**src/lsu_defines.svh**
```systemverilog
`ifndef LSU_DEFINES_SVH
`define LSU_DEFINES_SVH

// Datapath and RAM geometry.
`define LSU_XLEN   32
`define LSU_RAM_AW 8
`define LSU_OP_W   4

// Operation codes carried from the request port down the pipeline.
`define OP_ADDI  4'd0
`define OP_LD_B  4'd1
`define OP_LD_H  4'd2
`define OP_LD_W  4'd3
`define OP_LD_BU 4'd4
`define OP_LD_HU 4'd5
`define OP_ST_B  4'd6
`define OP_ST_H  4'd7
`define OP_ST_W  4'd8

`endif

```
**src/lsu_pkg.sv**
```systemverilog
`include "lsu_defines.svh"

package lsu_pkg;

    // Data or address word.
    typedef logic [`LSU_XLEN-1:0] word_t;

    // Register number.
    typedef logic [4:0] reg_idx_t;

    typedef logic [`LSU_OP_W-1:0] op_t;

    // Immediate, sign-extended in the address stage.
    typedef logic signed [11:0] imm_t;

    // One enable per byte lane of a word.
    typedef logic [`LSU_XLEN/8-1:0] byte_en_t;

    // One-hot load kind, bit 0 up to bit 4 is b, h, w, bu, hu.
    typedef logic [4:0] load_sel_t;

endpackage

```
**src/reg_file.sv**
```systemverilog
module reg_file import lsu_pkg::*; (
    input  logic     clk,
    input  reg_idx_t raddr1,
    input  reg_idx_t raddr2,
    output word_t    rdata1,
    output word_t    rdata2,
    input  logic     we,
    input  reg_idx_t waddr,
    input  word_t    wdata
);

    word_t regs [0:31];

    always_ff @(posedge clk) begin
        if (we && (waddr != '0)) begin
            regs[waddr] <= wdata; // Entry 0 is never written.
        end
    end

    assign rdata1 = (raddr1 == '0) ? '0 : regs[raddr1];
    assign rdata2 = (raddr2 == '0) ? '0 : regs[raddr2];

endmodule

```
**config.mk**
```make
export PLATFORM = sky130hd
export DESIGN_NAME = reg_file
export DESIGN_NICKNAME = d
export VERILOG_FILES = /design/src/lsu_pkg.sv /design/src/reg_file.sv
export VERILOG_INCLUDE_DIRS = /design/src
export SDC_FILE = /design/constraint.sdc
export NUM_CORES = 1
export LEC_CHECK = 0
export BUFFER_PORTS_ARGS = -buffer_cell sky130_fd_sc_hd__buf_4
export CORE_UTILIZATION = 65
export CTS_BUF_LIST = sky130_fd_sc_hd__clkbuf_4
export CTS_CLUSTER_DIAMETER = 60
export DETAILED_ROUTE_END_ITERATION = 8
export PLACE_DENSITY = 0.82
export SLEW_MARGIN = 20
export SYNTH_ARGS = -nofsm -noshare
export SYNTH_HDL_FRONTEND = slang
export SYNTH_SLANG_ARGS = --single-unit
```
**constraint.sdc**
```tcl
create_clock -name clk -period 3.1 [get_ports clk]
set_clock_uncertainty 0.05 [all_clocks]
set_input_delay 0.155 -clock clk [delete_from_list [all_inputs] [get_ports clk]]
set_output_delay 0.155 -clock clk [all_outputs]
set_load 0.01 [all_outputs]
```
After elaboration in Yosys (flattened, before gate mapping)
Memory sizes are Yosys's and may differ from the RTL's.
Cells that the tools add are included.
Widths: inputs -> output; s select.
- flip-flop bits (word level): 0
- memory bits (writable): 1024
- bits of input ports: 49
- output and inout port bits: 64
- memories: 1
- mux-type cells: 4
- reduce and logical (&&, ||, !) cells: 4
- memories (memory ; depth ; bits a word ; rd ports ; clocked after Yosys merged registers in ; wr ports ; RTL line ; source):
    regs ; 32 ; 32 ; 2 ; 0 ; 1 ; reg_file.sv:12 ; word_t regs [0:31];
- operators by type and width (operator ; count):
    $mux 32 ; 2
    $logic_not 5->1 ; 2
    $reduce_bool 5->1 ; 1
    $mux 1 ; 2
    $logic_and 1x1->1 ; 1

Longest topological paths before layout
- word-level depth: 4
- gate-level depth with buffers: 8
- depth with buffers taken out: 4

Least setup slack after synthesis
No wires, ideal clock.
- path kind: input-to-reg
- start: input port waddr[1]
- end: memory regs[12][0] in the netlist's numbering (enable)
- arrival time: 2.154 ns
- required time: 2.629 ns
- setup slack: 0.475 ns
- stages: 3
- path through: or3b_2 -> clkbuf_1 -> nor2_1
- word-level cells in the longest chain between the ends: 4
- RTL lines (item ; RTL line ; source):
    from (decl) ; reg_file.sv:8 ; input reg_idx_t waddr,
    $reduce_bool 5->1 ; reg_file.sv:15 ; if (we && (waddr != '0)) begin
    $logic_and 1x1->1 ; reg_file.sv:15 ;
    $mux 1 ; reg_file.sv:15 ;
    $mux 1 (implied by the code) ; reg_file.sv:16 ; regs[waddr] <= wdata;
    to (decl) ; reg_file.sv:12 ;
Parallel ways exist; a longest one is shown, timed or not.

==> flow_metrics.tcl <==
set metrics [dict create \
    run_status "complete, no violations" \
    worstPathRequired_ns 2.89 \
    tightestPinTransition_ns 1.10 \
    hp-class "primary input to flop" \
    multi_input_area_um2 16700 \
    port_buffers 112 \
    reg.largest.list "regs x1024" \
    syn_area_um2 47900 \
    tns_ns 0 \
    maxSlewHeadroom_pct 26.6 \
    fmax_mhz 324 \
    yosysUniqueCellTypes 38 \
    grt_max_degree 84 \
    drive_above_1_share_pct 37.1 \
    viasPerCell 7.73 \
    cts_sinks 1024 \
    switching_power_uw 7150 \
    fp.coreArea_um2 73000 \
    drv_slew 0 \
    min_period_over_period_pct 99.7 \
    synth_top_area_share_pct 64.2 \
    ff_latch_area_um2 30700 \
    ys.flop_type "edfxtp_1" \
    endpoint_kind "output port" \
    routed-via-count 31900 \
    final_nets 3039 \
    ios 113 \
    synth_most_common_cell "edfxtp_1" \
    initial_core_util_pct 65.7 \
    p_leak_uw 0.0187 \
    finalWirelength_um 152000 \
    top_register "regs" \
    antenna_left 0 \
    gp_congestion 0.912 \
    grt_pass1_vias 32000 \
    cts_root_buffer "clkbuf_4" \
    dpl.hpwl_um 87000 \
    cellPowerDensity_nw_per_um2 532 \
    fp.dieW_um 274 \
    crit_path_max_fanout 2 \
    clockBufferDepth 3 \
    yosysTopAreaCell "edfxtp_1" \
    firstDrtPassIters 7 \
    start_kind "flop" \
    drtIter0Drc 5964 \
    synth_commonest_cells "edfxtp_1 (1024), mux2i_1 (320), mux4_2 (298), clkbuf_1 (98), nand2_1 (83)" \
    intPower_uw 22300 \
    ys_async_sr_fraction_pct 0 \
    synth-edff-count 1024 \
    finalHoldViolations 0 \
    comb_power_share_pct 10.4 \
    grt_pass1_wl_um 213000 \
    setup_viol 0 \
    swShare_pct 24.3 \
    dieArea_um2 74800 \
    path_clk_slew_ns 0.06 \
    cts_tree "done" \
    ys_seq_elements 1024 \
    path_class "flop to output port" \
    drc 0 \
    top_layer "met4" \
    rsz0062_at_grt "yes" \
    wl_met1_um 47500 \
    syn_to_final_growth_pct 15.3 \
    met2_length_um 68000 \
    power_frac_clock_pct 36.8 \
    peakVddDrop_mv 0.503 \
    drv_cap 0 \
    cts_buffers 240 \
    layout_min_cycle_time_ns 3.09 \
    rows 99 \
    sequentialPowerShare_pct 52.8 \
    postSynthAreaPerCell_um2 18.7 \
    die_h_um 274 \
    wl_per_cell_um 36.8 \
    grt_overflow 0 \
    htree_levels 4 \
    holdWs_ns 0.407 \
    fillers 3904 \
    largest_reg_flops 1024 \
    antenna_found_initial 5 \
    met3_length_um 25100 \
    grt.total_usage_pct 40.7 \
    arrival_ns 2.89 \
    synthTopCellsByArea "edfxtp_1 (64%), mux4_2 (14%), mux2i_1 (6.7%), mux4_1 (3.0%), mux2_2 (1.5%)" \
    yosysWarnings 0 \
    syn_inst 2564 \
    ys_seq_area_share_pct 64.2 \
]
==> final cells by class <==
class | instances | area share (%)
Clock inverter | 67 | 0.810
Sequential cell | 1024 | 55.6
Antenna cell | 4 | 0.0181
Multi-Input combinational cell | 1353 | 30.3
Timing Repair Buffer | 369 | 6.43
Tap cell | 959 | 2.17
Clock buffer | 343 | 4.66
Inverter | 2 | 0.0158
==> layer usage <==
layer	track usage, %	up-vias
met4	26.1	0
met1	51.7	15600
met3	14.7	789
met2	59.7	3431
li1	-	12000
met5	0.128	-
==> cells by family after synthesis <==
kind of cell | Yosys count | share of synthesized area, %
buffers and inverters | 218 | 2.44
AOI/OAI and AO/OA | 375 | 6.09
muxes | 736 | 25.1
other | 1 | 0.00782
and+or+nand+nor | 210 | 2.17
DFF | 1024 | 64.2
==> layout by cell type, fill, tap and decap left out, types with 6 or more instances in the layout <==
| cell | count |
|---|---|
| a221oi_4 | 12 |
| a22oi_1 | 63 |
| mux2_2 | 50 |
| clkinv_2 | 9 |
| mux2i_1 | 320 |
| a221oi_2 | 20 |
| nand3b_1 | 6 |
| clkbuf_4 | 343 |
| buf_4 | 242 |
| conb_1 | 32 |
| a311oi_1 | 24 |
| mux4_2 | 336 |
| o221ai_1 | 64 |
| mux4_1 | 16 |
| a211oi_1 | 46 |
| buf_12 | 44 |
| a211oi_2 | 17 |
| a221oi_1 | 23 |
| edfxtp_1 | 1024 |
| nand4_1 | 32 |
| nand2_1 | 83 |
| o21ai_0 | 39 |
| nor2_4 | 33 |
| bufinv_16 | 6 |
| o2111ai_1 | 9 |
| dlygate4sd3_1 | 76 |
| clkinv_1 | 45 |
| o21ai_1 | 13 |
| nor2b_1 | 32 |
| a311oi_2 | 8 |
| a21oi_1 | 32 |
| mux2_4 | 14 |
==> critical path, stage by stage (launching register included) <==
cell,delay (ns)
edfxtp_1,0.41
mux4_2,0.50
mux2_4,0.31
a221oi_4,0.29
a211oi_2,0.12
buf_4,0.21
==> power groups by stage <==
| stage | combinational, uW | clock (uW) | sequential, uW |
|---|---|---|---|
| floorplan | 1640 | 0 | 15800 |
| global placement | 2710 | 0 | 15800 |
| detailed placement | 2780 | 0 | 15800 |
| CTS | 2900 | 10900 | 15500 |
| global route | 3140 | 11500 | 15500 |
| finish | 3070 | 10800 | 15500 |
==> path summary, 6_finish.rpt <==
kind                      from           to  slack, ns  depth (start not counted)
setup / recovery  regs[29][16]   rdata2[16]      0.009                          5
hold / removal        waddr[1]  regs[2][29]       0.41                          5
==> through the flow <==
| stage | instance area, um^2 | util (%) | power, uW | setup WS [ns] | std cells |
|---|---|---|---|---|---|
| after floorplan | 48000 | - | 17400 | 0.475 | 2595 |
| after global placement | 51100 | 70.0 | 18500 | 0.353 | 3617 |
| after detailed placement | 51100 | 70.0 | 18600 | 0.329 | 3617 |
| after CTS | 55000 | 75.4 | 29300 | -0.108 | 4106 |
| after global routing | 55300 | 75.8 | 30200 | -0.118 | 4121 |
| final | 55300 | 75.8 | 29400 | 0.00916 | 4121 |
==> timing repair <==
item                                    in CTS  in global routing
hold buffers                                76                  0
buffers inserted                             3                 13
gates resized for setup                     30                 93
pin swaps                                    1                 21
hold endpoints to repair                  1628                  0
gates cloned                                 0                  0
endpoints found under the setup margin      22                 33
(Power assumes the default switching activity.)
