## config.mk

```make
export PLATFORM = sky130hd
export DESIGN_NAME = mem_stage
export DESIGN_NICKNAME = d
export VERILOG_FILES = /design/src/lsu_pkg.sv /design/src/mem_stage.sv
export VERILOG_INCLUDE_DIRS = /design/src
export SDC_FILE = /design/constraint.sdc
export NUM_CORES = 1
export LEC_CHECK = 0
export BUFFER_PORTS_ARGS = -buffer_cell sky130_fd_sc_hd__buf_2
export CAP_MARGIN = 10
export CORE_ASPECT_RATIO = 1.5
export CORE_MARGIN = 8
export CORE_UTILIZATION = 39
export DETAILED_ROUTE_END_ITERATION = 16
export GPL_ROUTABILITY_DRIVEN = 0
export PLACE_DENSITY = 0.82
export SLEW_MARGIN = 20
export SYNTH_ARGS = -nofsm -noshare
export SYNTH_HDL_FRONTEND = slang
export SYNTH_SLANG_ARGS = --single-unit
```

## constraint.sdc

```tcl
create_clock -name clk -period 2.6 [get_ports clk]
set_clock_uncertainty 0.05 [all_clocks]
set_input_delay 0.39 -clock clk [delete_from_list [all_inputs] [get_ports clk]]
set_output_delay 0.39 -clock clk [all_outputs]
set_load 0.01 [all_outputs]
```

## src/lsu_defines.svh

```systemverilog
`ifndef LSU_DEFINES_SVH
`define LSU_DEFINES_SVH

// Datapath and RAM geometry.
`define LSU_XLEN   32
`define LSU_RAM_AW 8
`define LSU_OP_W   4

// Operation codes carried from the request port down the pipeline.
`define OP_ADDI  4'd0
`define OP_LD_B  4'd1
`define OP_LD_H  4'd2
`define OP_LD_W  4'd3
`define OP_LD_BU 4'd4
`define OP_LD_HU 4'd5
`define OP_ST_B  4'd6
`define OP_ST_H  4'd7
`define OP_ST_W  4'd8

`endif

```

## src/lsu_pkg.sv

```systemverilog
`include "lsu_defines.svh"

package lsu_pkg;

    // Data or address word.
    typedef logic [`LSU_XLEN-1:0] word_t;

    // Register number.
    typedef logic [4:0] reg_idx_t;

    typedef logic [`LSU_OP_W-1:0] op_t;

    // Immediate, sign-extended in the address stage.
    typedef logic signed [11:0] imm_t;

    // One enable per byte lane of a word.
    typedef logic [`LSU_XLEN/8-1:0] byte_en_t;

    // One-hot load kind, bit 0 up to bit 4 is b, h, w, bu, hu.
    typedef logic [4:0] load_sel_t;

endpackage

```

## src/mem_stage.sv

```systemverilog
`include "lsu_defines.svh"

module mem_stage import lsu_pkg::*; (
    input  logic     clk,
    input  logic     reset,
    input  logic     es_to_ms_valid,
    output logic     ms_allowin,
    input  word_t    es_pc,
    input  op_t      es_op,
    input  reg_idx_t es_dest,
    input  word_t    es_alu_result,
    input  logic     es_ex,
    input  logic     ws_allowin,
    output logic     ms_to_ws_valid,
    output word_t    ms_pc,
    output logic     ms_ex,
    output logic     ms_gr_we,
    output reg_idx_t ms_dest,
    output word_t    ms_final_result,
    output logic     ms_fwd_valid,
    output reg_idx_t ms_fwd_dest,
    output word_t    ms_fwd_data,
    input  word_t    data_sram_rdata
);

    logic      ms_valid;
    op_t       ms_op;
    word_t     ms_alu_result;
    logic      ex_r;
    load_sel_t load_sel;
    logic      res_from_mem;
    logic [3:0] vaddr_type;
    word_t     lb_data;
    word_t     lbu_data;
    word_t     lh_data;
    word_t     lhu_data;
    word_t     mem_result;

    assign ms_allowin     = !ms_valid || ws_allowin;
    assign ms_to_ws_valid = ms_valid;

    always_ff @(posedge clk) begin
        if (reset) begin
            ms_valid <= 1'b0;
        end else if (ms_allowin) begin
            ms_valid <= es_to_ms_valid;
        end

        if (es_to_ms_valid && ms_allowin) begin
            ms_pc         <= es_pc;
            ms_op         <= es_op;
            ms_dest       <= es_dest;
            ms_alu_result <= es_alu_result;
            ex_r          <= es_ex;
        end
    end

    assign load_sel = {ms_op == `OP_LD_HU, ms_op == `OP_LD_BU, ms_op == `OP_LD_W,
                       ms_op == `OP_LD_H,  ms_op == `OP_LD_B};
    assign res_from_mem = |load_sel;

    assign vaddr_type = 4'b0001 << ms_alu_result[1:0]; // Byte lane as one-hot.

    assign lb_data  = {32{vaddr_type[0]}} & {{24{data_sram_rdata[ 7]}}, data_sram_rdata[ 7: 0]}
                    | {32{vaddr_type[1]}} & {{24{data_sram_rdata[15]}}, data_sram_rdata[15: 8]}
                    | {32{vaddr_type[2]}} & {{24{data_sram_rdata[23]}}, data_sram_rdata[23:16]}
                    | {32{vaddr_type[3]}} & {{24{data_sram_rdata[31]}}, data_sram_rdata[31:24]};

    assign lbu_data = {32{vaddr_type[0]}} & {24'b0, data_sram_rdata[ 7: 0]}
                    | {32{vaddr_type[1]}} & {24'b0, data_sram_rdata[15: 8]}
                    | {32{vaddr_type[2]}} & {24'b0, data_sram_rdata[23:16]}
                    | {32{vaddr_type[3]}} & {24'b0, data_sram_rdata[31:24]};

    assign lh_data  = ms_alu_result[1] ? {{16{data_sram_rdata[31]}}, data_sram_rdata[31:16]}
                                       : {{16{data_sram_rdata[15]}}, data_sram_rdata[15: 0]};

    assign lhu_data = ms_alu_result[1] ? {16'b0, data_sram_rdata[31:16]}
                                       : {16'b0, data_sram_rdata[15: 0]};

    assign mem_result = {32{load_sel[0]}} & lb_data
                      | {32{load_sel[1]}} & lh_data
                      | {32{load_sel[2]}} & data_sram_rdata
                      | {32{load_sel[3]}} & lbu_data
                      | {32{load_sel[4]}} & lhu_data;

    assign ms_final_result = res_from_mem ? mem_result : ms_alu_result;

    assign ms_ex    = ex_r && ms_valid;
    assign ms_gr_we = (ms_dest != '0) && !ex_r; // A faulting operation writes nothing.

    assign ms_fwd_valid = ms_valid && ms_gr_we;
    assign ms_fwd_dest  = ms_dest;
    assign ms_fwd_data  = ms_final_result;

endmodule

```

* Word level (Yosys, flattened, before mapping)
Cells that the tools add are included.
Widths: inputs -> output; s select.
** Word-level totals
- Flip-flop bits (word level) :: 75
- Output and inout port bits :: 111
- Logic and storage cells :: 47
** Cells by class
- Equality and inequality tests :: 5
- Shifts and indexed selects :: 1
- Multiplexer cells :: 3
- Bitwise logic cells :: 23
- Reductions and logical operators :: 9
** Operator list (count)
- $or 32x32->32 :: 10
- $and 32x32->32 :: 8
- $and 32x8->32 :: 4
- $mux 32 :: 2
- $and 32x16->32 :: 1
- $mux 16 :: 1
- $eq 4x2->1 const B :: 2
- $eq 4x3->1 const B :: 2
- $reduce_bool 5->1 :: 1
- $reduce_or 5->1 :: 1
- $eq 4x1->1 const B :: 1
- $logic_and 1x1->1 :: 4
- $shl 1x2->4 const A :: 1
- $logic_not 1->1 :: 2
- $logic_or 1x1->1 :: 1

* Logic depth before layout (Yosys ltp)
- Depth after elaboration :: 11
- Gate-level depth with buffers :: 8
- Gate-level depth less buffers :: 4

* Least setup slack after synthesis
OpenSTA, ideal clock, no wires.
- Kind :: input -> register
- Start point :: input port ws_allowin
- End point :: register ex_r (enable)
- Setup time :: 440 ps
- Arrival :: 2335 ps
- Required time :: 2110 ps
- Path slack :: -225 ps
- Stages on the path :: 2
- Buffers on the path :: 0
- Cells stage by stage :: nand2b_1 and2_1
** On the way
- Cells in the longest elaborated chain, start to end :: 2
** Ends and longest elaborated chain
- from (decl) :: RTL line mem_stage.sv:13 : input logic ws_allowin,
- $logic_or 1x1->1 :: RTL line mem_stage.sv:39 : assign ms_allowin = !ms_valid || ws_allowin;
- $logic_and 1x1->1 :: RTL line mem_stage.sv:49 : if (es_to_ms_valid && ms_allowin) begin
- to (signal assigned) :: RTL line mem_stage.sv:54 : ex_r <= es_ex;
- to (decl) :: RTL line mem_stage.sv:29 : logic ex_r;
No other way between the ends.
A chain may end at the register's enable or synchronous reset.

* Final worst setup path
- Start point :: register ms_alu_result[0]
- End point :: output port ms_final_result[15]
** On the way
- Cells in the longest elaborated chain, start to end :: 11
- Elaborated cells on any way between the ends :: 22
- Those cells by class :: shift: 1; mux: 1; bitwise: 20
** Ends and longest elaborated chain
- from (decl) :: RTL line mem_stage.sv:28 : word_t ms_alu_result;
- from (signal assigned) :: RTL line mem_stage.sv:53 : ms_alu_result <= es_alu_result;
- $shl 1x2->4 (*) :: RTL line mem_stage.sv:62 : assign vaddr_type = 4'b0001 << ms_alu_result[1:0];
- $and 32x32->32, on equally long branches :: RTL line mem_stage.sv:64, mem_stage.sv:65
- $or 32x32->32 :: RTL line mem_stage.sv:65 : | {32{vaddr_type[1]}} & {{24{data_sram_rdata[15]}}, data_sram_rdata[15: 8]}
- $or 32x32->32 :: RTL line mem_stage.sv:66 : | {32{vaddr_type[2]}} & {{24{data_sram_rdata[23]}}, data_sram_rdata[23:16]}
- $or 32x32->32 :: RTL line mem_stage.sv:67 : | {32{vaddr_type[3]}} & {{24{data_sram_rdata[31]}}, data_sram_rdata[31:24]};
- $and 32x32->32 :: RTL line mem_stage.sv:80 : assign mem_result = {32{load_sel[0]}} & lb_data
- $or 32x32->32 :: RTL line mem_stage.sv:81 : | {32{load_sel[1]}} & lh_data
- $or 32x32->32 :: RTL line mem_stage.sv:82 : | {32{load_sel[2]}} & data_sram_rdata
- $or 32x32->32 (*) :: RTL line mem_stage.sv:83 : | {32{load_sel[3]}} & lbu_data
- $or 32x32->32 (*) :: RTL line mem_stage.sv:84 : | {32{load_sel[4]}} & lhu_data;
- $mux 32 (*) :: RTL line mem_stage.sv:86 : assign ms_final_result = res_from_mem ? mem_result : ms_alu_result;
- to (decl) :: RTL line mem_stage.sv:19 : output word_t ms_final_result,
Every way passes the cells marked *; elsewhere a longest branch is shown, timed or not.

==> metrics.md <==
| Metric | Value |
|---|---|
| Pin count of the biggest net entering global routing | `42` |
| Final critical-path setup slack | `-0.148 ns` |
| Areal power density over the cells | `636 nW/um^2` |
| Switching power total | `0.000839 W` |
| Classification of the worst-slack hold path | `in2reg` |
| Die Footprint | `12500 um^2` |
| Highest clock rate | `364 MHz` |
| Count of cell types in the netlist | `37` |
| Clock tree from TritonCTS | `done` |
| Total count of hold-check failures in the final report | `0` |
| Critical path's slowest cell | `mux4_2` |
| Initial core utilization | `39.2%` |
| Required time at the worst-slack endpoint | `2.16 ns` |
| Final slew viol count | `0` |
| Net switching fraction of the power | `26.0%` |
| Synthesized area divided by synthesized cell count | `14.4 um^2` |
| Endpoint of the worst-slack reg-to-reg timing path | `ms_pc[23]$_DFFE_PP_` |
| Total number of clock tree sinks | `75` |
| FF-to-FF Start | `ms_to_ws_valid$_SDFFE_PP0N_` |
| Overflow after GRT | `0` |
| H-tree levels | `3` |
| Reg power frac | `44.7%` |
| Net count reported at finish | `565` |
| Worst slack on hold paths | `0.160 ns` |
| Count of standard-cell rows | `43` |
| CTS root buf | `clkbuf_16` |
| Most frequent cells in the layout | `buf_2 (217), edfxtp_1 (74), nor2_1 (19)` |
| Worst Setup Start Kind | `register` |
| Leak | `2.22 nW` |
| Worst voltage drop across the vdd grid | `0.487 mV` |
| Average routed wire per standard cell | `21.8 um` |
| Drt total wl | `12.4 mm` |
| Biggest cell delay along the critical path | `0.57 ns` |
| Filler instances | `784` |
| Longest Clk Path Bufs | `2` |
| Combinational group share of total power | `20.4%` |
| Tightest slew margin relative to the limit | `59.0%` |
| Clock latency on the worst-skew pair | `0.33 ns` |
| Post-CTS Hold Fix Bufs | `0` |
| Inserted Diodes | `0` |
| Via count | `2971` |
| Net count of the mapped netlist | `357` |
| Share of total power in the clock network | `35.0%` |
| CP Data Arrival Time | `2.31 ns` |
| Num ports | `221` |
| Shortest period the worst path allows | `2.75 ns` |
| Post-detail-place hpwl | `9.55 mm` |
| Dominant combinational cell family by area after synthesis | `compound AO/OA/AOI/OAI gates` |
| R2r setup slk | `1.01 ns` |
| Total negative slack for setup checks | `-5.62 ns` |
| Maximum capacitance violations | `0` |
| Logic depth of the worst register-to-register path | `3` |
| Endpoint type of the worst setup path | `primary output` |
| Total global routing track utilization | `19.6%` |
| Finished layout cell area | `5080 um^2` |
| Leading cell type in the layout, fill and taps excluded | `buf_2` |
| Post-route antenna net violation count | `0` |
| Synth Register Bits | `75` |
| Number of failing setup endpoints in the final timing report | `64` |
| Starting DRT DRC Count | `124` |
| Number of flops mapped to enable cells by yosys | `74` |
| Violated checks | `setup timing` |
| Global-route wire length before repair | `18.4 mm` |
| Setup CP Type | `reg2out` |
| Number of port buffers | `220` |
| Part of the Yosys area used for sequential elements | `62.9%` |
| Slew @ Worst Pin | `0.613 ns` |
| Via density per instance | `5.19` |
| Worst-case hold path end point | `ms_to_ws_valid$_SDFFE_PP0N_` |
| Critical Path Fanout Max | `8` |
| Total internal power | `0.00239 W` |
| Cell area after placement | `4600 um^2` |
| Asr flop ratio synth | `0%` |
| Die Wd | `94.1 um` |
| Share of cell area taken by muxes after synthesis | `6.07%` |
| Synthesized instance count | `247` |
| Fraction of the mapped netlist area in compound gates | `13.9%` |
| Antenna violations before repair | `3` |
| Vias in the first global route | `3318` |
| Die height | `133 um` |
| RSZ-0062 raised after global routing | `true` |
| Family with the most delay on the worst path | `multiplexers` |
| Xor/xnor share of the synthesized area | `0.246%` |
| Worst Setup SP | `ms_alu_result[0]$_DFFE_PP_` |
| Layout cells sized above 1 | `62.6%` |
| Number of design rule violations left after detail routing | `0` |
| Number of buffer and inverter stages on the critical path | `2` |
| Core ar. | `9090 um^2` |
| Cts bufs inserted | `9` |
| First drt pass iteration count | `6` |
| Origin of the worst min-delay path | `reset` |
| Yosys warns | `0` |
| Cells along the critical path | `mux4_2, or3_4, a31oi_4, buf_6, a21oi_1, buf_2` |
| Run status | `complete, but fails checks` |
| Synth-to-layout area growth | `42.4%` |
| Dominant synthesized flop cell | `edfxtp_1` |
| Netlist area before placement | `3570 um^2` |
| Adder-cell share of the synthesized area | `0%` |
| Simple logic cell fraction of the synthesized area | `6.77%` |
| CTS clk-pin slew, worst paths | `0.06 ns` |
| Final period utilization | `106%` |
| Cell depth of the worst min-delay path | `2` |
==> worst reg2reg max path, cell delays in order, from the launching register on <==
cell and delay (ns):
dfxtp_1 0.32, nand2b_1 0.11, and2_4 0.47, buf_12 0.31
==> cell usage after synthesis, types with 2 or more instances <==
| master | n | area (um^2) |
|---|---|---|
| nor4b_1 | 2 | 17.5 |
| buf_4 | 37 | 278 |
| nor2_1 | 21 | 78.8 |
| a21oi_1 | 10 | 50.1 |
| o31ai_1 | 2 | 15.0 |
| a32o_1 | 7 | 70.1 |
| buf_2 | 4 | 20.0 |
| nand2b_1 | 2 | 12.5 |
| and2_1 | 3 | 18.8 |
| o22a_1 | 8 | 70.1 |
| mux4_1 | 7 | 184 |
| clkbuf_1 | 7 | 26.3 |
| inv_1 | 3 | 11.3 |
| a21oi_2 | 10 | 87.6 |
| a221o_1 | 8 | 80.1 |
| nand2_1 | 16 | 60.1 |
| a22o_1 | 7 | 61.3 |
| edfxtp_1 | 74 | 2220 |
==> flip-flops by register name, indices dropped and copies added (netlist names) <==
name and count:
ms_alu_result 32, ms_to_ws_valid 1, ms_dest 5, ex_r 1, ms_pc 32, ms_op 4
==> kinds of logic after synthesis <==
family,Yosys count
compound gates,58
simple gates,51
mux,9
flops,75
xor+xnor,1
buf+inv,53
==> worst max path at each step <==
stage                     slack [ns]  depth (start not counted)                  end
after detailed placement        0.11                          5   ms_final_result[7]
final                          -0.15                          6  ms_final_result[15]
after floorplan                 0.18                          7      ms_fwd_data[17]
after global placement          0.17                          5   ms_final_result[7]
after global routing           -0.21                          6  ms_final_result[31]
after CTS                      -0.16                          6  ms_final_result[15]
==> cell type report <==
type / count / area, um^2 / area share (%)
Clock buffer: 14 / 254 / 5.00
Clock inverter: 2 / 12.5 / 0.246
Inverter: 3 / 11.3 / 0.222
Multi-Input combinational cell: 120 / 1020 / 20.1
Sequential cell: 75 / 2240 / 44.1
Tap cell: 112 / 140 / 2.76
Timing Repair Buffer: 246 / 1400 / 27.5
==> power by group through the flow <==
stage	Combinational [W]	Clock (W)	Sequential, W
final	0.000658	0.00113	0.00144
after detailed placement	0.000604	0	0.00147
after CTS	0.000646	0.00115	0.00144
after global placement	0.000591	0	0.00147
after global routing	0.000704	0.00120	0.00145
after floorplan	0.000349	0	0.00148
==> metal layers <==
metal  wire, um  global-route usage (%)
met5         40                       0
met4        472                    11.9
met3       1040                    7.55
met2       6760                    35.0
met1       4120                    18.0
==> what timing repair did <==
action	in CTS	in global routing
gates cloned	2	0
setup buffers	11	4
setup endpoints to repair	64	64
pin swaps	8	3
resized for setup	20	8
==> per-stage QoR <==
step / power (W) / std cells / setup WS (ns) / utilization, %
floorplan: 0.00183 / 247 / 0.180 / -
global placement: 0.00206 / 539 / 0.169 / 50.6
detailed placement: 0.00208 / 539 / 0.115 / 50.6
CTS: 0.00324 / 568 / -0.159 / 55.2
global route: 0.00335 / 572 / -0.209 / 55.9
finish: 0.00323 / 572 / -0.148 / 55.9
(Power assumes the default switching activity.)
