## src/lsu_defines.svh

```systemverilog
`ifndef LSU_DEFINES_SVH
`define LSU_DEFINES_SVH

// Datapath and RAM geometry.
`define LSU_XLEN   32
`define LSU_RAM_AW 8
`define LSU_OP_W   4

// Operation codes carried from the request port down the pipeline.
`define OP_ADDI  4'd0
`define OP_LD_B  4'd1
`define OP_LD_H  4'd2
`define OP_LD_W  4'd3
`define OP_LD_BU 4'd4
`define OP_LD_HU 4'd5
`define OP_ST_B  4'd6
`define OP_ST_H  4'd7
`define OP_ST_W  4'd8

`endif

```

## src/lsu_pkg.sv

```systemverilog
`include "lsu_defines.svh"

package lsu_pkg;

    // Data or address word.
    typedef logic [`LSU_XLEN-1:0] word_t;

    // Register number.
    typedef logic [4:0] reg_idx_t;

    typedef logic [`LSU_OP_W-1:0] op_t;

    // Immediate, sign-extended in the address stage.
    typedef logic signed [11:0] imm_t;

    // One enable per byte lane of a word.
    typedef logic [`LSU_XLEN/8-1:0] byte_en_t;

    // One-hot load kind, bit 0 up to bit 4 is b, h, w, bu, hu.
    typedef logic [4:0] load_sel_t;

endpackage

```

## src/wb_stage.sv

```systemverilog
module wb_stage import lsu_pkg::*; (
    input  logic     clk,
    input  logic     reset,
    input  logic     ms_to_ws_valid,
    output logic     ws_allowin,
    input  word_t    ms_pc,
    input  logic     ms_ex,
    input  logic     ms_gr_we,
    input  reg_idx_t ms_dest,
    input  word_t    ms_final_result,
    input  logic     retire_ready,
    output logic     retire_valid,
    output word_t    retire_pc,
    output logic     retire_ex,
    output logic     retire_we,
    output reg_idx_t retire_dest,
    output word_t    retire_data,
    output logic     rf_we,
    output reg_idx_t rf_waddr,
    output word_t    rf_wdata,
    output logic     ws_fwd_valid,
    output reg_idx_t ws_fwd_dest,
    output word_t    ws_fwd_data
);

    logic ws_valid;

    assign ws_allowin   = !ws_valid || retire_ready;
    assign retire_valid = ws_valid;

    always_ff @(posedge clk) begin
        if (reset) begin
            ws_valid <= 1'b0;
        end else if (ws_allowin) begin
            ws_valid <= ms_to_ws_valid;
        end

        if (ms_to_ws_valid && ws_allowin) begin
            retire_pc   <= ms_pc;
            retire_ex   <= ms_ex;
            retire_we   <= ms_gr_we;
            retire_dest <= ms_dest;
            retire_data <= ms_final_result;
        end
    end

    assign rf_we    = ws_valid && retire_ready && retire_we; // Write on the retire handshake.
    assign rf_waddr = retire_dest;
    assign rf_wdata = retire_data;

    // Held until retirement, so stalled consumers still see the value.
    assign ws_fwd_valid = ws_valid && retire_we;
    assign ws_fwd_dest  = retire_dest;
    assign ws_fwd_data  = retire_data;

endmodule
```

## config.mk

```make
export PLATFORM = sky130hd
export DESIGN_NAME = wb_stage
export DESIGN_NICKNAME = d
export VERILOG_FILES = /design/src/lsu_pkg.sv /design/src/wb_stage.sv
export VERILOG_INCLUDE_DIRS = /design/src
export SDC_FILE = /design/constraint.sdc
export NUM_CORES = 1
export LEC_CHECK = 0
export ABC_CLOCK_PERIOD_IN_PS = 1700
export BUFFER_PORTS_ARGS = -buffer_cell sky130_fd_sc_hd__buf_4
export CAP_MARGIN = 30
export CORE_ASPECT_RATIO = 0.6
export CORE_MARGIN = 4
export CORE_UTILIZATION = 39
export DETAILED_ROUTE_END_ITERATION = 6
export PLACE_DENSITY_LB_ADDON = 0.08
export SKIP_LAST_GASP = 1
export SYNTH_ARGS = -nofsm -noshare
export SYNTH_HDL_FRONTEND = slang
export SYNTH_SLANG_ARGS = --single-unit
```

## constraint.sdc

```tcl
create_clock -name clk -period 1.7 [get_ports clk]
set_input_delay 0.17 -clock clk [delete_from_list [all_inputs] [get_ports clk]]
set_output_delay 0.17 -clock clk [all_outputs]
set_load 0.02 [all_outputs]
```

# Yosys cells after proc, flatten, opt, wreduce, memory -nomap -nowiden
# Index checks and enable logic that the tools add are counted.
# Widths: inputs -> output; s select.
# totals
word_cells	12
out_inout_bits	149
in_bits	75
register_bits	72
# op_classes
reduce_logical	6
# ops
op	n
$logic_and 1x1->1	4
$logic_not 1->1	1
$logic_or 1x1->1	1

# Longest topological paths before layout
# Gate-level depths: netlist (run 1).
# depth
word_depth	3
ltp_mapped	2

# Worst setup path before layout (run 1)
# OpenSTA, ideal clock, no wires.
# synth_timing
path_kind	reg2reg
from	register ws_valid (netlist: retire_valid)
to	register retire_data[0] (enable)
n_path_buf	0
setup_slack_ns	0.174
stages_incl_launch_ff	3
arrival_time_ns	1.147
setup_time_ns	0.379
path_cell_list	dfxtp_1 nand2b_4 and2_4
# synth_between
elab_chain_cells	3
# synth_lines
element	line	source
from (decl)	wb_stage.sv:26	logic ws_valid;
from (signal assigned)	wb_stage.sv:35	ws_valid <= ms_to_ws_valid;
$logic_not 1->1	wb_stage.sv:28	assign ws_allowin = !ws_valid || retire_ready;
$logic_or 1x1->1	wb_stage.sv:28	
named net ws_allowin	wb_stage.sv:5	output logic ws_allowin,
$logic_and 1x1->1	wb_stage.sv:38	if (ms_to_ws_valid && ws_allowin) begin
to (signal assigned)	wb_stage.sv:43	retire_data <= ms_final_result;
to (decl)	wb_stage.sv:17	output word_t retire_data,
# The timed path passes the listed nets, and every way through them passes these cells.
# A chain may end at the register's enable or synchronous reset.

# Worst setup path after layout (run 1)
# layout_timing
from	register ws_valid (netlist: retire_valid)
to	register retire_pc[30] (enable)
# layout_between
elab_chain_cells	3
# layout_lines
element	line	source
$logic_not 1->1	wb_stage.sv:28	
$logic_or 1x1->1	wb_stage.sv:28	
$logic_and 1x1->1	wb_stage.sv:38	
to (signal assigned)	wb_stage.sv:39	retire_pc <= ms_pc;
to (decl)	wb_stage.sv:13	output word_t retire_pc,
# No other way between the ends.

==> results of run 1 <==
==> routing by layer <==
layer / track usage [%] / share of wire (%)
met1: 14.51 / 31
met2: 24.14 / 52
met3: 9.114 / 16
met4: 6.107 / 1.1
met5: 0 / 0
==> worst paths after layout <==
check	end
hold reg to reg	retire_valid
setup reg to reg	retire_pc[30]
hold / removal	retire_data[6]
setup / recovery	retire_pc[30]
==> flip-flops by register name (all words and copies together), names as in the netlist <==
name / count
retire_data: 32
retire_ex: 1
retire_valid: 1
retire_dest: 5
retire_pc: 32
retire_we: 1
==> cell families (layout without fill, tap and decap cells) <==
family	Yosys count	in the layout	synth area share (%)
AND/OR/NAND/NOR	4	4	1.361
buffers and inverters	75	246	20.28
flip-flops	72	72	78.04
AO/OA/AOI/OAI	1	1	0.3177
==> layout make-up <==
type	instances	area share [%]
flip-flops and latches	72	48.79
repair buffers	229	40.00
clock buffers	9	5.106
clock inverters	7	2.496
well taps	87	2.468
multi-input cells	5	1.050
inverters	1	0.08511
==> power by group through the flow <==
stage / Combinational (mW) / Clock, mW / Sequential (mW)
after floorplan: 0.311 / 0 / 2.29
after global placement: 0.774 / 0 / 2.17
after detailed placement: 0.776 / 0 / 2.17
after CTS: 0.778 / 2.12 / 2.14
after global routing: 0.810 / 2.21 / 2.15
final: 0.771 / 2.06 / 2.13
==> metrics by stage <==
| step | util, % | total power, mW | setup slack (ns) | cells |
|---|---|---|---|---|
| 4_1_cts | 64.92 | 5.035 | 0.3756 | 408 |
| 5_1_grt | 65.22 | 5.168 | 0.3232 | 410 |
| 3_3_place_gp | 59.82 | 2.941 | 0.4168 | 391 |
| 2_1_floorplan | - | 2.605 | 0.1736 | 152 |
| 6_report | 65.22 | 4.965 | 0.3912 | 410 |
| 3_5_place_dp | 59.82 | 2.947 | 0.3807 | 391 |
==> cells in the final DEF, fill, tap and decap left out <==
cell,Yosys,routed
dlygate4sd3_1,0,3
nand2b_4,1,1
and3_2,1,1
edfxtp_1,71,71
clkinvlp_4,0,1
clkinv_1,0,2
buf_12,0,3
inv_1,1,1
a21oi_2,1,1
buf_4,74,223
and2_4,1,1
dfxtp_1,1,1
clkinv_2,0,1
clkbuf_16,0,9
and2_2,1,1
bufinv_16,0,3
==> impl_metrics.tcl, run 1 <==
set metrics [dict create \
    first_pass_iters 4 \
    p_sw_mw 1.097 \
    r2r_cells 3 \
    seqPwrFrac_pct 43.0 \
    post_drt_via_cell_ratio 4.129 \
    register_area_um2 2152 \
    cts_tree "yes" \
    totalWireLength_um 6396 \
    async_flop_share_pct 0 \
    via_count 1693 \
    ios 224 \
    synth_nets 227 \
    ys_types 9 \
    p_leak_nw 1.996 \
    wl_per_cell_um 15.60 \
    core_area_um2 6763 \
    drt_iter0_markers 62 \
    avgSynthCellArea_um2 18.14 \
    fmax_ghz 0.7641 \
    rsz0062_at_grt "false" \
    peakVddDrop_mv 0.6849 \
    htree_levels 3 \
    fin_setup_tns_ns 0 \
    cts_buffers 9 \
    fin_crit_ns 1.309 \
    min_path_type "in2reg" \
    antenna_found_initial 0 \
    cts_resized 0 \
    synth_top_area_cell "edfxtp_1" \
    fin_worst_skew_ns 0.005126 \
    drc 0 \
    power.density_nw_per_um2 1126 \
    clock_path_buffers 2 \
    switching_share_pct 22.10 \
    nets 393 \
    cp_top_family "simple AND/OR/NAND/NOR gates" \
    drive_gt1_share_pct 75.85 \
    start_util_pct 40.78 \
    holdBufCountCts 1 \
    synth_common_cells "buf_4 (74), edfxtp_1 (71)" \
    dieArea_um2 8524 \
    grt_usage_pct 14.45 \
    dieHeight_um 73.14 \
    cp.depth 3 \
    synthTopCellsByArea "edfxtp_1 (77%), buf_4 (20%), dfxtp_1 (0.73%)" \
    port-buffer-count 223 \
    endpoint_kind "flip-flop" \
    cp-startpoint "retire_valid" \
    hpwl_um 5121 \
    fin_crit_sh_pct 76.99 \
    finalMaxSlewViolations 0 \
    antennaDiodeCount 0 \
    min_path_cells 1 \
    finish.instance_area_um2 4410 \
    criticalPathCategory "reg2reg" \
    place_area_um2 4045 \
    crit_path_top_delay_cell "dfxtp_1" \
    arrival_ns 1.33 \
    synth_edf_count 71 \
    hold_viol_final 0 \
    area_delta_synth_final_pct 59.94 \
    path_buf_inv 1 \
    die_w_um 116.6 \
    worst_skew_pair.late_latency_ns 0.32 \
    multi_input_area_um2 46.29 \
    hold_start "ms_final_result[6]" \
    path_clk_slew_ns 0.05 \
    grt_pass1_vias 1649 \
    crit_chain "nand2b_4, and2_4, buf_12" \
    grt_max_degree 25 \
    relSlewSlack_pct 80.01 \
    grt_overflow 0 \
    r2r_slack_ns 0.39 \
    cp-start-kind "flip-flop" \
    maxCapViolCount 0 \
    pwr-share-comb_pct 15.5 \
    post_cts_buffers 0 \
    ys_warn_count 0 \
    regToRegStartpoint "retire_valid" \
    postRouteAntennaNets 0 \
    grt_pass1_wl_um 8811 \
    max_stage_delay_ns 0.35 \
    cp.required_ns 1.72 \
    placement_rows 23 \
    clkPwrFrac_pct 41.5 \
    ys_seq_elements 72 \
    setup-violations-final 0 \
    cp_max_fo 24 \
    status "completed" \
    syn_area_um2 2758 \
    worstMarginPinSlew_ns 0.2998 \
    cts_root_buf "clkbuf_16" \
    synth_top_area_share_pct 77.31 \
    yosysSeqAreaShare_pct 78.04 \
    synth_most_common_cell "buf_4" \
    cts_sinks 72 \
    p_int_mw 3.868 \
    holdWs_ns 0.02293 \
    fillers 492 \
    synth_ff_type "edfxtp_1" \
    gp_congestion 0.7038 \
    synthCells 152 \
]
Power figures use the tool's default switching activity.
==> run 2, diff against run 1 <==
--- a/config.mk
+++ b/config.mk
@@ -6,12 +6,12 @@
 export SDC_FILE = /design/constraint.sdc
 export NUM_CORES = 1
 export LEC_CHECK = 0
-export ABC_CLOCK_PERIOD_IN_PS = 1700
+export ABC_CLOCK_PERIOD_IN_PS = 1080
 export BUFFER_PORTS_ARGS = -buffer_cell sky130_fd_sc_hd__buf_4
 export CAP_MARGIN = 30
 export CORE_ASPECT_RATIO = 0.6
 export CORE_MARGIN = 4
-export CORE_UTILIZATION = 39
+export CORE_UTILIZATION = 35
 export DETAILED_ROUTE_END_ITERATION = 6
 export PLACE_DENSITY_LB_ADDON = 0.08
 export SKIP_LAST_GASP = 1
==> constraint.sdc (replaced) <==
create_clock -name clk -period 1.08 [get_ports clk]
set_input_delay 0.108 -clock clk [delete_from_list [all_inputs] [get_ports clk]]
set_output_delay 0.108 -clock clk [all_outputs]
set_load 0.02 [all_outputs]
==> run 2 against run 1 <==
  * The run now ends with setup timing left
  * Combinational power grew 97%
  * Global-route usage grew 1.9 points
  * Clock power grew 21%
  * Flip-flop and latch count is the same
  * Setup slack lost 0.49 ns
  * Sequential share of layout area shrank 7.7 points
  * Cell area grew 19%
  * Via count grew 18%
  * First-iteration DRC count grew 9.7%
  * Critical endpoint is now retire_data[20]
  * Largest cell class is now buffers
==> impl_metrics.tcl, run 2 (synthesis gave the netlist of run 1 again) <==
set metrics [dict create \
    status "complete, but fails checks" \
    failed_checks "setup timing" \
    first_pass_iters 3 \
    min_path_type "in2reg" \
    p_sw_mw 1.771 \
    core_area_um2 7447 \
    cp-start-kind "flip-flop" \
    grt_usage_pct 16.31 \
    cp_max_fo 24 \
    antennaDiodeCount 0 \
    worstMarginPinSlew_ns 0.2080 \
    totalWireLength_um 7871 \
    cp.required_ns 1.10 \
    fmax_ghz 0.8478 \
    mostFrequentLayoutCells "buf_4 (190), dlygate4sd3_1 (72), edfxtp_1 (71), buf_6 (38), clkbuf_16 (9)" \
    nets 468 \
    clkPwrFrac_pct 33.7 \
    finalMaxSlewViolations 0 \
    grt_overflow 0 \
    cts_root_buf "clkbuf_16" \
    ios 224 \
    grt_max_degree 25 \
    layout_commonest_cell "buf_4" \
    fin_ws_ns -0.09951 \
    via_count 1999 \
    cts_buffers 9 \
    seqPwrFrac_pct 45.7 \
    endpoint_kind "flip-flop" \
    crit_chain "nand2b_4, and2_4, buf_12" \
    dieArea_um2 9410 \
    antenna_found_initial 0 \
    switching_share_pct 23.97 \
    gp_congestion 0.7133 \
    post_drt_via_cell_ratio 3.990 \
    drive_gt1_share_pct 62.22 \
    path_clk_slew_ns 0.05 \
    fin_util_pct 70.51 \
    cts_sinks 72 \
    grt_pass1_vias 2143 \
    placement_rows 24 \
    peakVddDrop_mv 1.081 \
    fin_crit_sh_pct 109.2 \
    dp_slack_ns -0.03112 \
    top_regs "retire_data (32), retire_pc (32), retire_dest (5)" \
    drc 0 \
    pwr-share-comb_pct 20.6 \
    arrival_ns 1.20 \
    start_util_pct 37.03 \
    htree_levels 3 \
    crit_path_top_delay_cell "dfxtp_4" \
    cts_tree "yes" \
    fin_crit_ns 1.180 \
    p_leak_nw 2.325 \
    p_int_mw 5.620 \
    holdWs_ns 0.03263 \
    hpwl_um 5444 \
    cp_top_family "flip-flops" \
    wl_per_cell_um 15.71 \
    worst_skew_pair.late_latency_ns 0.32 \
    rsz0062_at_grt "true" \
    max_stage_delay_ns 0.35 \
    clock_path_buffers 2 \
    dieHeight_um 76.76 \
    die_w_um 122.6 \
    dp_cells 411 \
    relSlewSlack_pct 86.13 \
    power.density_nw_per_um2 1408 \
    fin_worst_skew_ns 0.005537 \
    grt_pass1_wl_um 11480 \
    path_buf_inv 1 \
    criticalPathCategory "reg2reg" \
    hold_viol_final 0 \
    setup-violations-final 74 \
    final_cells 501 \
    maxCapViolCount 0 \
    power_mw 7.392 \
    drt_iter0_markers 68 \
    postRouteAntennaNets 0 \
    area_delta_synth_final_pct 90.43 \
    port-buffer-count 223 \
]
-- run 2: changes by cell type in the layout (fill, tap and decap cells not counted), moves of 3 or more --
cell           delta
buf_4            -33
buf_6            +38
bufinv_16         -3
clkbuf_1          +4
dlygate4sd3_1    +69
-- run 2: tightest hold or removal path: stages --
cell	delay (ns)
buf_4	0.11
inv_1	0.06
a21oi_2	0.04
-- run 2: path summary, 6_finish.rpt --
path                  start               to  slack, ns  depth (start not counted)
max            retire_valid  retire_data[20]       -0.1                          3
min          ms_to_ws_valid     retire_valid       0.03                          3
max reg2reg    retire_valid  retire_data[20]       -0.1                          3
min reg2reg    retire_valid     retire_valid       0.78                          5
-- run 2: cell type report --
class	instances	area (um2)
Timing Repair Buffer	304	2663
Fill cell	523	2196
Sequential cell	72	2156
Clock buffer	13	240.2
Tap cell	104	130.1
Multi-Input combinational cell	5	51.30
Clock inverter	2	7.507
Inverter	1	3.754
-- run 2: routing by layer --
layer	vias to the layer above	routed length [um]	track usage, %
li1	942	-	-
met1	929	2669	17.09
met2	118	4168	27.78
met3	10	929	8.750
met4	0	104	5.810
met5	-	0	0
-- run 2: power groups by stage --
stage	combinational, mW	clock (mW)	sequential, mW
finish	1.52	2.49	3.38
floorplan	0.489	0	3.61
global route	1.60	2.69	3.40
detailed placement	1.24	0	3.42
global placement	1.24	0	3.41
CTS	1.48	2.56	3.37
-- run 2: stage by stage --
stage / area, um2 / setup TNS, ns
floorplan: 2761 / -27.06
global placement: 4093 / -0.5119
detailed placement: 4093 / -1.436
CTS: 5120 / -4.899
global route: 5251 / -8.572
finish: 5251 / -5.080
-- run 2: timing repair --
item | 4_1_cts | 5_1_grt
gates cloned | 1 | 0
gates resized for setup | 8 | 33
hold buffers | 72 | 0
setup endpoints to repair | 74 | 107
hold endpoints to repair | 72 | 0
buffers inserted | 1 | 1
